## config.mk

```make
export PLATFORM = sky130hd
export DESIGN_NAME = core_top
export DESIGN_NICKNAME = d
export VERILOG_FILES = /design/src/logic/pipe_pkg.sv /design/src/logic/isa_pkg.sv /design/src/logic/core_top.sv /design/src/logic/decode.sv /design/src/logic/execute.sv /design/src/logic/result.sv
export SDC_FILE = /design/constraint.sdc
export NUM_CORES = 2
export LEC_CHECK = 0
export ABC_CLOCK_PERIOD_IN_PS = 19600
export BUFFER_PORTS_ARGS = -buffer_cell sky130_fd_sc_hd__buf_2
export CAP_MARGIN = 20
export CORE_UTILIZATION = 40
export DETAILED_ROUTE_END_ITERATION = 7
export SLEW_MARGIN = 20
export SYNTH_ARGS = -nofsm -noshare
export SYNTH_HDL_FRONTEND = slang
export SYNTH_SLANG_ARGS = --single-unit
```

## constraint.sdc

```tcl
create_clock -name clk -period 19.6 [get_ports clk]
set_input_delay 1.96 -clock clk [delete_from_list [all_inputs] [get_ports clk]]
set_output_delay 1.96 -clock clk [all_outputs]
set_load 0.02 [all_outputs]
```

## src/logic/pipe_pkg.sv

```systemverilog
package pipe_pkg;

    typedef logic [31:0] word_t;   // data and pc

    // op carried from decode into execute
    typedef enum logic [3:0] {
        ALU_NOP,
        ALU_AND,
        ALU_OR,
        ALU_XOR,
        ALU_NOR,
        ALU_SLL,
        ALU_SRL,
        ALU_SRA,
        ALU_ADD,
        ALU_SUB,
        ALU_SLT,
        ALU_SLTU,
        ALU_LINK
    } alu_op_e;

    // which result group feeds the writeback word
    typedef enum logic [2:0] {
        RES_NOP,
        RES_LOGIC,
        RES_SHIFT,
        RES_ARITH,
        RES_JUMP_BRANCH
    } res_sel_e;

endpackage

```

## src/logic/isa_pkg.sv

```systemverilog
package isa_pkg;

    localparam int OPCODE_W   = 6;
    localparam int FUNCT_W    = 6;
    localparam int REG_ADDR_W = 5;
    localparam int INSTR_W    = 32;

    typedef logic [REG_ADDR_W-1:0] reg_addr_t;
    typedef logic [INSTR_W-1:0]    instr_t;

    localparam reg_addr_t LINK_REG = 5'd31;   // return address for jal and linking branches

    // primary opcode, bits 31:26
    typedef enum logic [OPCODE_W-1:0] {
        OP_SPECIAL = 6'b000000,
        OP_REGIMM  = 6'b000001,
        OP_J       = 6'b000010,
        OP_JAL     = 6'b000011,
        OP_BEQ     = 6'b000100,
        OP_BNE     = 6'b000101,
        OP_BLEZ    = 6'b000110,
        OP_BGTZ    = 6'b000111,
        OP_ADDI    = 6'b001000,
        OP_ADDIU   = 6'b001001,
        OP_SLTI    = 6'b001010,
        OP_SLTIU   = 6'b001011,
        OP_ANDI    = 6'b001100,
        OP_ORI     = 6'b001101,
        OP_XORI    = 6'b001110,
        OP_LUI     = 6'b001111
    } opcode_e;

    // function field of SPECIAL, bits 5:0
    typedef enum logic [FUNCT_W-1:0] {
        FN_SLL  = 6'b000000,
        FN_SRL  = 6'b000010,
        FN_SRA  = 6'b000011,
        FN_SLLV = 6'b000100,
        FN_SRLV = 6'b000110,
        FN_SRAV = 6'b000111,
        FN_JR   = 6'b001000,
        FN_JALR = 6'b001001,
        FN_ADD  = 6'b100000,
        FN_ADDU = 6'b100001,
        FN_SUB  = 6'b100010,
        FN_SUBU = 6'b100011,
        FN_AND  = 6'b100100,
        FN_OR   = 6'b100101,
        FN_XOR  = 6'b100110,
        FN_NOR  = 6'b100111,
        FN_SLT  = 6'b101010,
        FN_SLTU = 6'b101011
    } funct_e;

    // rt field of REGIMM
    typedef enum logic [REG_ADDR_W-1:0] {
        RI_BLTZ   = 5'b00000,
        RI_BGEZ   = 5'b00001,
        RI_BLTZAL = 5'b10000,
        RI_BGEZAL = 5'b10001
    } regimm_e;

endpackage
```

## src/logic/core_top.sv

```systemverilog
`timescale 1ns/100ps

module core_top (
    input  logic               clk,
    input  logic               rst_n,
    input  isa_pkg::instr_t    ins,
    input  pipe_pkg::word_t    pc,
    output logic               branch_flag,
    output pipe_pkg::word_t    branch_target,
    output logic               wb_en,
    output isa_pkg::reg_addr_t wb_addr,
    output pipe_pkg::word_t    wb_data
);
    import isa_pkg::*;
    import pipe_pkg::*;

    reg_addr_t rd1_addr;
    reg_addr_t rd2_addr;
    word_t     rd1_data;
    word_t     rd2_data;
    word_t     num1;
    word_t     num2;
    alu_op_e   alu_op;
    logic      wd_en;
    reg_addr_t wd_addr;
    word_t     link_address;
    logic      ex_wd_en;
    reg_addr_t ex_wd_addr;
    word_t     ex_result;

    decode decode_i (
        .clk           (clk),
        .rst_n         (rst_n),
        .ins           (ins),
        .pc            (pc),
        .rd1_data      (rd1_data),
        .rd2_data      (rd2_data),
        .rd1_addr      (rd1_addr),
        .rd2_addr      (rd2_addr),
        .ex_wd_en      (ex_wd_en),
        .ex_wd_addr    (ex_wd_addr),
        .ex_result     (ex_result),
        .res_wd_en     (wb_en),        // writeback stage doubles as second forwarding path
        .res_wd_addr   (wb_addr),
        .res_data      (wb_data),
        .num1          (num1),
        .num2          (num2),
        .alu_op        (alu_op),
        .wd_en         (wd_en),
        .wd_addr       (wd_addr),
        .link_address  (link_address),
        .branch_flag   (branch_flag),
        .branch_target (branch_target)
    );

    execute execute_i (
        .clk          (clk),
        .rst_n        (rst_n),
        .num1         (num1),
        .num2         (num2),
        .alu_op       (alu_op),
        .wd_en        (wd_en),
        .wd_addr      (wd_addr),
        .link_address (link_address),
        .ex_wd_en     (ex_wd_en),
        .ex_wd_addr   (ex_wd_addr),
        .ex_result    (ex_result),
        .res_wd_en    (wb_en),
        .res_wd_addr  (wb_addr),
        .res_data     (wb_data)
    );

    result result_i (
        .clk         (clk),
        .rst_n       (rst_n),
        .res_wd_en   (wb_en),
        .res_wd_addr (wb_addr),
        .res_data    (wb_data),
        .rd1_addr    (rd1_addr),
        .rd2_addr    (rd2_addr),
        .rd1_data    (rd1_data),
        .rd2_data    (rd2_data)
    );

endmodule

```

## src/logic/decode.sv

```systemverilog
`timescale 1ns/100ps

module decode (
    input  logic               clk,
    input  logic               rst_n,
    input  isa_pkg::instr_t    ins,
    input  pipe_pkg::word_t    pc,
    input  pipe_pkg::word_t    rd1_data,
    input  pipe_pkg::word_t    rd2_data,
    output isa_pkg::reg_addr_t rd1_addr,
    output isa_pkg::reg_addr_t rd2_addr,
    input  logic               ex_wd_en,
    input  isa_pkg::reg_addr_t ex_wd_addr,
    input  pipe_pkg::word_t    ex_result,
    input  logic               res_wd_en,
    input  isa_pkg::reg_addr_t res_wd_addr,
    input  pipe_pkg::word_t    res_data,
    output pipe_pkg::word_t    num1,
    output pipe_pkg::word_t    num2,
    output pipe_pkg::alu_op_e  alu_op,
    output logic               wd_en,
    output isa_pkg::reg_addr_t wd_addr,
    output pipe_pkg::word_t    link_address,
    output logic               branch_flag,
    output pipe_pkg::word_t    branch_target
);
    import isa_pkg::*;
    import pipe_pkg::*;

    typedef enum logic [3:0] {
        BR_NONE, BR_JUMP, BR_JREG, BR_EQ, BR_NE, BR_LEZ, BR_GTZ, BR_LTZ, BR_GEZ
    } br_kind_e;

    opcode_e    opcode;
    funct_e     funct;
    regimm_e    regimm;
    reg_addr_t  rs;
    reg_addr_t  rt;
    reg_addr_t  rd;
    logic [4:0] sa;
    word_t      pc_plus4;
    word_t      pc_plus8;
    word_t      br_offset;
    word_t      jump_target;
    word_t      imm_sext;
    word_t      imm_zext;
    logic       rd1_en;
    logic       rd2_en;
    logic       dst_en;
    logic       wen_d;
    reg_addr_t  dst_addr;
    alu_op_e    op_d;
    br_kind_e   br_kind;
    word_t      imm;
    word_t      op_a;
    word_t      op_b;
    logic       br_taken;
    word_t      br_tgt;

    assign opcode      = opcode_e'(ins[31:26]);
    assign funct       = funct_e'(ins[5:0]);
    assign regimm      = regimm_e'(ins[20:16]);
    assign rs          = ins[25:21];
    assign rt          = ins[20:16];
    assign rd          = ins[15:11];
    assign sa          = ins[10:6];
    assign pc_plus4    = pc + 32'd4;
    assign pc_plus8    = pc + 32'd8;                          // return address past the delay slot
    assign br_offset   = {{14{ins[15]}}, ins[15:0], 2'b00};
    assign jump_target = {pc_plus4[31:28], ins[25:0], 2'b00};
    assign imm_sext    = {{16{ins[15]}}, ins[15:0]};
    assign imm_zext    = {16'b0, ins[15:0]};
    assign rd1_addr    = rs;
    assign rd2_addr    = rt;
    assign wen_d       = dst_en && (dst_addr != '0);          // writes to $0 are dropped here

    always_comb begin
        rd1_en   = 1'b0;
        rd2_en   = 1'b0;
        dst_en   = 1'b0;
        dst_addr = rd;
        op_d     = ALU_NOP;
        br_kind  = BR_NONE;
        imm      = '0;
        case (opcode)
            OP_SPECIAL: begin
                rd1_en = 1'b1;
                rd2_en = 1'b1;
                dst_en = 1'b1;
                imm    = {27'b0, sa};                        // shift amount for fixed shifts
                case (funct)
                    FN_AND:          op_d = ALU_AND;
                    FN_OR:           op_d = ALU_OR;
                    FN_XOR:          op_d = ALU_XOR;
                    FN_NOR:          op_d = ALU_NOR;
                    FN_SLLV:         op_d = ALU_SLL;
                    FN_SRLV:         op_d = ALU_SRL;
                    FN_SRAV:         op_d = ALU_SRA;
                    FN_ADD, FN_ADDU: op_d = ALU_ADD;         // no overflow trap
                    FN_SUB, FN_SUBU: op_d = ALU_SUB;
                    FN_SLT:          op_d = ALU_SLT;
                    FN_SLTU:         op_d = ALU_SLTU;
                    FN_SLL: begin
                        rd1_en = 1'b0;
                        op_d   = ALU_SLL;
                    end
                    FN_SRL: begin
                        rd1_en = 1'b0;
                        op_d   = ALU_SRL;
                    end
                    FN_SRA: begin
                        rd1_en = 1'b0;
                        op_d   = ALU_SRA;
                    end
                    FN_JR: begin
                        rd2_en  = 1'b0;
                        dst_en  = 1'b0;
                        br_kind = BR_JREG;
                    end
                    FN_JALR: begin
                        rd2_en  = 1'b0;
                        op_d    = ALU_LINK;                  // link goes to rd
                        br_kind = BR_JREG;
                    end
                    default: begin
                        rd1_en = 1'b0;
                        rd2_en = 1'b0;
                        dst_en = 1'b0;
                    end
                endcase
            end
            OP_REGIMM: begin
                rd1_en   = 1'b1;
                dst_addr = LINK_REG;
                case (regimm)
                    RI_BLTZ: br_kind = BR_LTZ;
                    RI_BGEZ: br_kind = BR_GEZ;
                    RI_BLTZAL: begin
                        br_kind = BR_LTZ;
                        dst_en  = 1'b1;                      // link written taken or not
                        op_d    = ALU_LINK;
                    end
                    RI_BGEZAL: begin
                        br_kind = BR_GEZ;
                        dst_en  = 1'b1;
                        op_d    = ALU_LINK;
                    end
                    default: rd1_en = 1'b0;
                endcase
            end
            OP_J: br_kind = BR_JUMP;
            OP_JAL: begin
                br_kind  = BR_JUMP;
                dst_en   = 1'b1;
                dst_addr = LINK_REG;
                op_d     = ALU_LINK;
            end
            OP_BEQ: begin
                rd1_en  = 1'b1;
                rd2_en  = 1'b1;
                br_kind = BR_EQ;
            end
            OP_BNE: begin
                rd1_en  = 1'b1;
                rd2_en  = 1'b1;
                br_kind = BR_NE;
            end
            OP_BLEZ: begin
                rd1_en  = 1'b1;
                br_kind = BR_LEZ;
            end
            OP_BGTZ: begin
                rd1_en  = 1'b1;
                br_kind = BR_GTZ;
            end
            OP_ADDI, OP_ADDIU, OP_SLTI, OP_SLTIU: begin
                rd1_en   = 1'b1;
                dst_en   = 1'b1;
                dst_addr = rt;
                imm      = imm_sext;
                op_d     = (opcode == OP_SLTI)  ? ALU_SLT  :
                           (opcode == OP_SLTIU) ? ALU_SLTU : ALU_ADD;
            end
            OP_ANDI, OP_ORI, OP_XORI: begin
                rd1_en   = 1'b1;
                dst_en   = 1'b1;
                dst_addr = rt;
                imm      = imm_zext;
                op_d     = (opcode == OP_ANDI) ? ALU_AND :
                           (opcode == OP_ORI)  ? ALU_OR  : ALU_XOR;
            end
            OP_LUI: begin
                dst_en   = 1'b1;
                dst_addr = rt;
                imm      = {ins[15:0], 16'b0};
                op_d     = ALU_OR;                           // both operands carry the imm
            end
            default: ;
        endcase
    end

    function automatic word_t select_operand(input logic en, input reg_addr_t addr,
                                             input word_t rf_data);
        word_t val;
        if (!en)
            val = imm;
        else if (ex_wd_en && ex_wd_addr == addr)
            val = ex_result;                                 // youngest producer wins
        else if (res_wd_en && res_wd_addr == addr)
            val = res_data;
        else
            val = rf_data;
        return val;
    endfunction

    always_comb begin
        op_a = select_operand(rd1_en, rs, rd1_data);
        op_b = select_operand(rd2_en, rt, rd2_data);
    end

    always_comb begin
        br_taken = 1'b0;
        br_tgt   = pc_plus4 + br_offset;
        case (br_kind)
            BR_JUMP: begin
                br_taken = 1'b1;
                br_tgt   = jump_target;
            end
            BR_JREG: begin
                br_taken = 1'b1;
                br_tgt   = op_a;                             // forwarded rs
            end
            BR_EQ:   br_taken = (op_a == op_b);
            BR_NE:   br_taken = (op_a != op_b);
            BR_LEZ:  br_taken = op_a[31] || (op_a == '0);
            BR_GTZ:  br_taken = !op_a[31] && (op_a != '0);
            BR_LTZ:  br_taken = op_a[31];
            BR_GEZ:  br_taken = !op_a[31];
            default: br_taken = 1'b0;
        endcase
    end

    always_ff @(posedge clk) begin
        if (!rst_n) begin
            alu_op      <= ALU_NOP;
            wd_en       <= 1'b0;
            branch_flag <= 1'b0;
        end else begin
            alu_op      <= op_d;
            wd_en       <= wen_d;
            branch_flag <= br_taken;
        end
    end

    always_ff @(posedge clk) begin
        num1          <= op_a;
        num2          <= op_b;
        wd_addr       <= dst_addr;
        link_address  <= pc_plus8;
        branch_target <= br_taken ? br_tgt : '0;
    end

    // only plain and linking control transfers may raise the flag
    a_branch_op: assert property (@(posedge clk) disable iff (!rst_n)
        branch_flag |-> alu_op inside {ALU_NOP, ALU_LINK});

endmodule

```

## src/logic/execute.sv

```systemverilog
`timescale 1ns/100ps

module execute (
    input  logic               clk,
    input  logic               rst_n,
    input  pipe_pkg::word_t    num1,
    input  pipe_pkg::word_t    num2,
    input  pipe_pkg::alu_op_e  alu_op,
    input  logic               wd_en,
    input  isa_pkg::reg_addr_t wd_addr,
    input  pipe_pkg::word_t    link_address,
    output logic               ex_wd_en,
    output isa_pkg::reg_addr_t ex_wd_addr,
    output pipe_pkg::word_t    ex_result,
    output logic               res_wd_en,
    output isa_pkg::reg_addr_t res_wd_addr,
    output pipe_pkg::word_t    res_data
);
    import pipe_pkg::*;

    res_sel_e   sel;
    logic [4:0] shamt;
    word_t      logic_res;
    word_t      shift_res;
    word_t      arith_res;

    assign shamt = num1[4:0];   // sa or low bits of rs

    always_comb begin
        case (alu_op)
            ALU_AND, ALU_OR, ALU_XOR, ALU_NOR:    sel = RES_LOGIC;
            ALU_SLL, ALU_SRL, ALU_SRA:            sel = RES_SHIFT;
            ALU_ADD, ALU_SUB, ALU_SLT, ALU_SLTU:  sel = RES_ARITH;
            ALU_LINK:                             sel = RES_JUMP_BRANCH;
            default:                              sel = RES_NOP;
        endcase
    end

    always_comb begin
        case (alu_op)
            ALU_AND: logic_res = num1 & num2;
            ALU_OR:  logic_res = num1 | num2;
            ALU_XOR: logic_res = num1 ^ num2;
            default: logic_res = ~(num1 | num2);             // nor
        endcase
    end

    always_comb begin
        case (alu_op)
            ALU_SLL: shift_res = num2 << shamt;
            ALU_SRL: shift_res = num2 >> shamt;
            default: shift_res = word_t'($signed(num2) >>> shamt);
        endcase
    end

    always_comb begin
        case (alu_op)
            ALU_SUB:  arith_res = num1 - num2;
            ALU_SLT:  arith_res = {31'b0, $signed(num1) < $signed(num2)};
            ALU_SLTU: arith_res = {31'b0, num1 < num2};
            default:  arith_res = num1 + num2;
        endcase
    end

    always_comb begin
        case (sel)
            RES_LOGIC:       ex_result = logic_res;
            RES_SHIFT:       ex_result = shift_res;
            RES_ARITH:       ex_result = arith_res;
            RES_JUMP_BRANCH: ex_result = link_address;
            default:         ex_result = '0;
        endcase
    end

    assign ex_wd_en   = wd_en;     // first forwarding path
    assign ex_wd_addr = wd_addr;

    always_ff @(posedge clk) begin
        if (!rst_n)
            res_wd_en <= 1'b0;
        else
            res_wd_en <= wd_en;
    end

    always_ff @(posedge clk) begin
        res_wd_addr <= wd_addr;
        res_data    <= ex_result;
    end

    // pipe still empty in the first cycle after reset is released
    a_reset_no_write: assert property (@(posedge clk) $rose(rst_n) |=> !res_wd_en);

endmodule

```

## src/logic/result.sv

```systemverilog
`timescale 1ns/100ps

module result (
    input  logic               clk,
    input  logic               rst_n,
    input  logic               res_wd_en,
    input  isa_pkg::reg_addr_t res_wd_addr,
    input  pipe_pkg::word_t    res_data,
    input  isa_pkg::reg_addr_t rd1_addr,
    input  isa_pkg::reg_addr_t rd2_addr,
    output pipe_pkg::word_t    rd1_data,
    output pipe_pkg::word_t    rd2_data
);
    import pipe_pkg::*;

    word_t regs [32];

    always_ff @(posedge clk) begin
        if (!rst_n) begin
            for (int i = 0; i < 32; i++) begin
                regs[i] <= '0;
            end
        end else if (res_wd_en) begin
            regs[res_wd_addr] <= res_data;
        end
    end

    // $0 is hardwired to zero
    assign rd1_data = (rd1_addr == '0) ? '0 : regs[rd1_addr];
    assign rd2_data = (rd2_addr == '0) ? '0 : regs[rd2_addr];

    // decode must strip every $0 destination before it reaches here
    a_no_zero_write: assert property (@(posedge clk) disable iff (!rst_n)
        res_wd_en |-> res_wd_addr != '0);

endmodule

```

==> flow_summary_export.csv <==
group,metric,value,unit
setup_path,slowest_delay,0.80,ns
setup_path,reg2reg_depth,18,
pwr,intPower,4.70,mW
setup_path,cp_num_cells,20,
grt,track_usage,33.9,%
timing,setup_viol_count_final,0,
floorplan,die_area,193000,sq um
setup_path,crit_buf_inv,4,
clock_tree,clockRootBuffer,"clkbuf_16",
timing,skew,0.0394,ns
setup_path,crit_required,20.32,ns
grt,grt_pass1_vias,57700,
setup_path,cp_slowest_cell,"buf_4",
timing,hold_violations,0,
setup_path,crit_chain,"buf_8 -> buf_4 -> buf_4 -> buf_4 -> mux4_2 -> mux4_2 -> mux2_2 -> a221o_1 -> a21oi_2 -> nor2_1 -> o2bb2ai_1 -> a22oi_1 -> a2111oi_0 -> and4b_1 -> nand4_1 -> or4_1 -> nor4_2 -> nor3_1 -> nand4b_4 -> a21boi_0",
clock_tree,cts_setup_buffers,0,
route,drt_iter0_drc,8220,
clock_tree,cts_tree,"done",
clock_tree,path_clk_slew,0.06,ns
floorplan,rows,160,
min_path,min_path_cells,0,
clock_tree,cts-resized-gates,0,
synth,synth.net_count,6697,
pwr,p_switching,1.86,mW
setup_path,r2r_start,"decode_i.num1[1]",
pwr,p_leak,30.8,nW
placed_design,place.gp.congestion,0.995,
timing,fmax,110,MHz
pwr,p_per_area,77.3,nW/um^2
placed_design,port-buffer-count,136,
floorplan,core,190000,sq um
final_layout,layout-drive-gt1-share,21.3,%
synth,synth_area,76700,sq um
synth,synth_flop_cell,"edfxtp_1",
synth,synth.ff_latch_count,1204,
route,drt_wl_total,333000,um
clock_tree,cts.path.max_buffers,3,
clock_tree,clock_latency,0.82,ns
grt,grt_antenna_before_repair,15,
timing,final.period_utilization,46.4,%
setup_path,path_max_fanout,43,
synth,synthCells,6501,
route,drtPass1Iterations,6,
min_path,hold_path.class,"flop to flop",
outcome,status,"finished clean",
final_layout,layout.nets,6607,
timing,worst_pin_slew,1.28,ns
grt,grt_pass1_wl,460000,um
synth,synthTopCellsByArea,"edfxtp_1, mux4_2, and2_1, dfxtp_1, mux2i_1",
route,vias_per_cell,6.68,
synth,syn_avg_cell_area,11.8,sq um
floorplan,initial_core_util,40.3,%
clock_tree,postCtsHoldBufs,0,
setup_path,crit_type,"input port to flop",
synth,synth_top_area_share,40.1,%
synth,async_reset_ff_share,0,%
route,route.detailed.drc,0,
route,vias,60300,
pwr,p_clk_share,39.4,%
pwr,share_comb_of_total_power,16.1,%
final_layout,final_core_util,44.7,%
clock_tree,cts-htree-levels,4,
placed_design,dp_hpwl,232000,um
pwr,p_seq_share,44.4,%
timing,rsz0062_at_grt,"false",
setup_path,worstSetupStartpoint,"ins[16]",
timing,report.final.slew_viol_count,0,
setup_path,critPathArrivalTime,9.80,ns
run,maxCapViolCount,0,
timing,timing.slew.headroom,14.0,%
timing,period_minus_slack,9.09,ns
floorplan,pin_count,137,
clock_tree,cts_buffers,138,
setup_path,crit_path_start_kind,"input port",
synth,yosysTopAreaCell,"edfxtp_1",
synth,ys_seq_area_share,44.8,%
setup_path,end_kind,"flop",
final_layout,area_delta_synth_final,10.8,%
synth,ys_types,99,
route,ant_nets,0,
timing,tns,0,ns
pwr,netSwitchingFraction,28.4,%
grt,grt_max_degree,113,
min_path,hp-start,"decode_i.wd_addr[1]",
placed_design,dp_cells,8780,
synth,ys_warn_count,0,
setup_path,cpMostUsedCell,"buf_4",
floorplan,die_x,440,um
setup_path,critPathTopFamily,"buffers and inverters",
floorplan,die_h,440,um
final_layout,instances_no_fill,9029,
synth,synth_enable_flop_cells,1024,
route,wl_per_cell,36.9,um
pwr,irDropWorstVdd,87.9,uV
clock_tree,cts_sinks,1204,
grt,gr-total-overflow,0,
[layout make-up]
cell class | instances | area [sq um]
fill | 17400 | 105000
multi-input combinational | 4529 | 39700
sequential | 1204 | 34400
clock buffer | 172 | 3710
tap | 2511 | 3140
timing repair buffer | 401 | 2800
clock inverter | 71 | 668
inverter | 137 | 518
antenna | 4 | 10.0
[metal layers]
layer  wire, um  global-route usage, %  vias to the layer above
li1           -                      -                    24700
met1     122000                   42.4                    30500
met2     150000                   52.1                     4084
met3      35200                   8.52                      972
met4      25200                   21.8                       14
met5         92                      0                        -
[worst paths after layout]
check                                  end  slack (ns)
setup / recovery      decode_i.branch_flag       10.51
hold / removal    execute_i.res_wd_addr[1]        0.41
setup reg to reg      decode_i.branch_flag       11.07
hold reg to reg   execute_i.res_wd_addr[1]        0.41
[cells in the final DEF (no fill, tap or decap), types with 29 or more instances in the layout]
cell,instances
and2_1,991
nand2b_1,39
nand2_1,359
edfxtp_1,1024
a21o_1,36
a211oi_1,59
xnor2_1,66
o221ai_1,35
a21oi_1,274
a22o_1,29
buf_2,129
a221oi_1,67
nand4_1,53
and3_1,49
buf_4,261
o21ai_4,32
nor2b_1,42
mux4_2,583
ha_1,127
o22ai_1,37
a22oi_1,88
mux2_2,45
nor2_1,241
mux2i_1,198
nand3_1,120
a31oi_1,56
clkbuf_16,144
o211ai_1,58
o21ai_0,145
inv_1,130
dfxtp_1,171
nor3_1,143
xor2_1,52
[cell usage after synthesis, types with 37 or more instances]
library cell  number
xor2_1            52
o22ai_1           37
ha_1             127
nand3_1          120
a22oi_1           88
o211ai_1          58
a31oi_1           56
clkbuf_1         458
buf_1             49
mux4_2           583
inv_1            131
a221oi_1          67
a211oi_1          59
and2_1           991
buf_2             70
nor3_1           144
mux2i_1          198
xnor2_1           66
nand2b_1          39
mux2_2            45
nor2b_1           47
nor2_1           278
edfxtp_1        1024
nand2_1          361
nand4_1           53
and3_1            50
o21ai_0          182
dfxtp_1          180
a21oi_1          276
[power groups by stage]
stage                     registers, mW  logic, mW  clock network [mW]
after floorplan                    2.95      0.623                   0
after global placement             2.96       1.02                   0
after detailed placement           2.96       1.02                   0
after CTS                          2.91       1.03                2.60
after global routing               2.92       1.09                2.69
final                              2.91       1.06                2.59
[registers in the layout (all words and copies together), names as in the netlist, 3 cells and up]
signal / cells
result_i.regs: 1024
decode_i.branch_target: 32
decode_i.link_address: 32
decode_i.num1: 32
decode_i.num2: 32
execute_i.res_data: 32
decode_i.wd_addr: 5
execute_i.res_wd_addr: 5
decode_i.alu_op: 4
execute_i.sel: 3
[kinds of logic (layout without fill, tap and decap cells)]
kind of cell               count (synthesis)  in the layout  share of synthesized area (%)
buffers and inverters                    768            781                           4.28
DFF                                     1204           1204                           44.8
other                                      0              4                              0
AOI/OAI and AO/OA                       1207           1207                           10.9
and+or+nand+nor                         2245           2245                           16.1
xor gates and xnor gates                 118            118                           1.35
muxes                                    829            829                           20.5
adders and majority gates                130            130                           2.15
[per-stage QoR]
stage | hold slack (ns) | cell area, sq um | power (mW) | setup slack, ns
2_1_floorplan | 0.373 | 76700 | 3.58 | 12.99
4_1_cts | 0.404 | 84900 | 6.53 | 10.49
3_3_place_gp | 0.404 | 80400 | 3.98 | 9.72
6_report | 0.414 | 84900 | 6.56 | 10.51
5_1_grt | 0.412 | 84900 | 6.70 | 9.91
3_5_place_dp | 0.393 | 80500 | 3.99 | 9.63
Power figures use the tool's default switching activity.
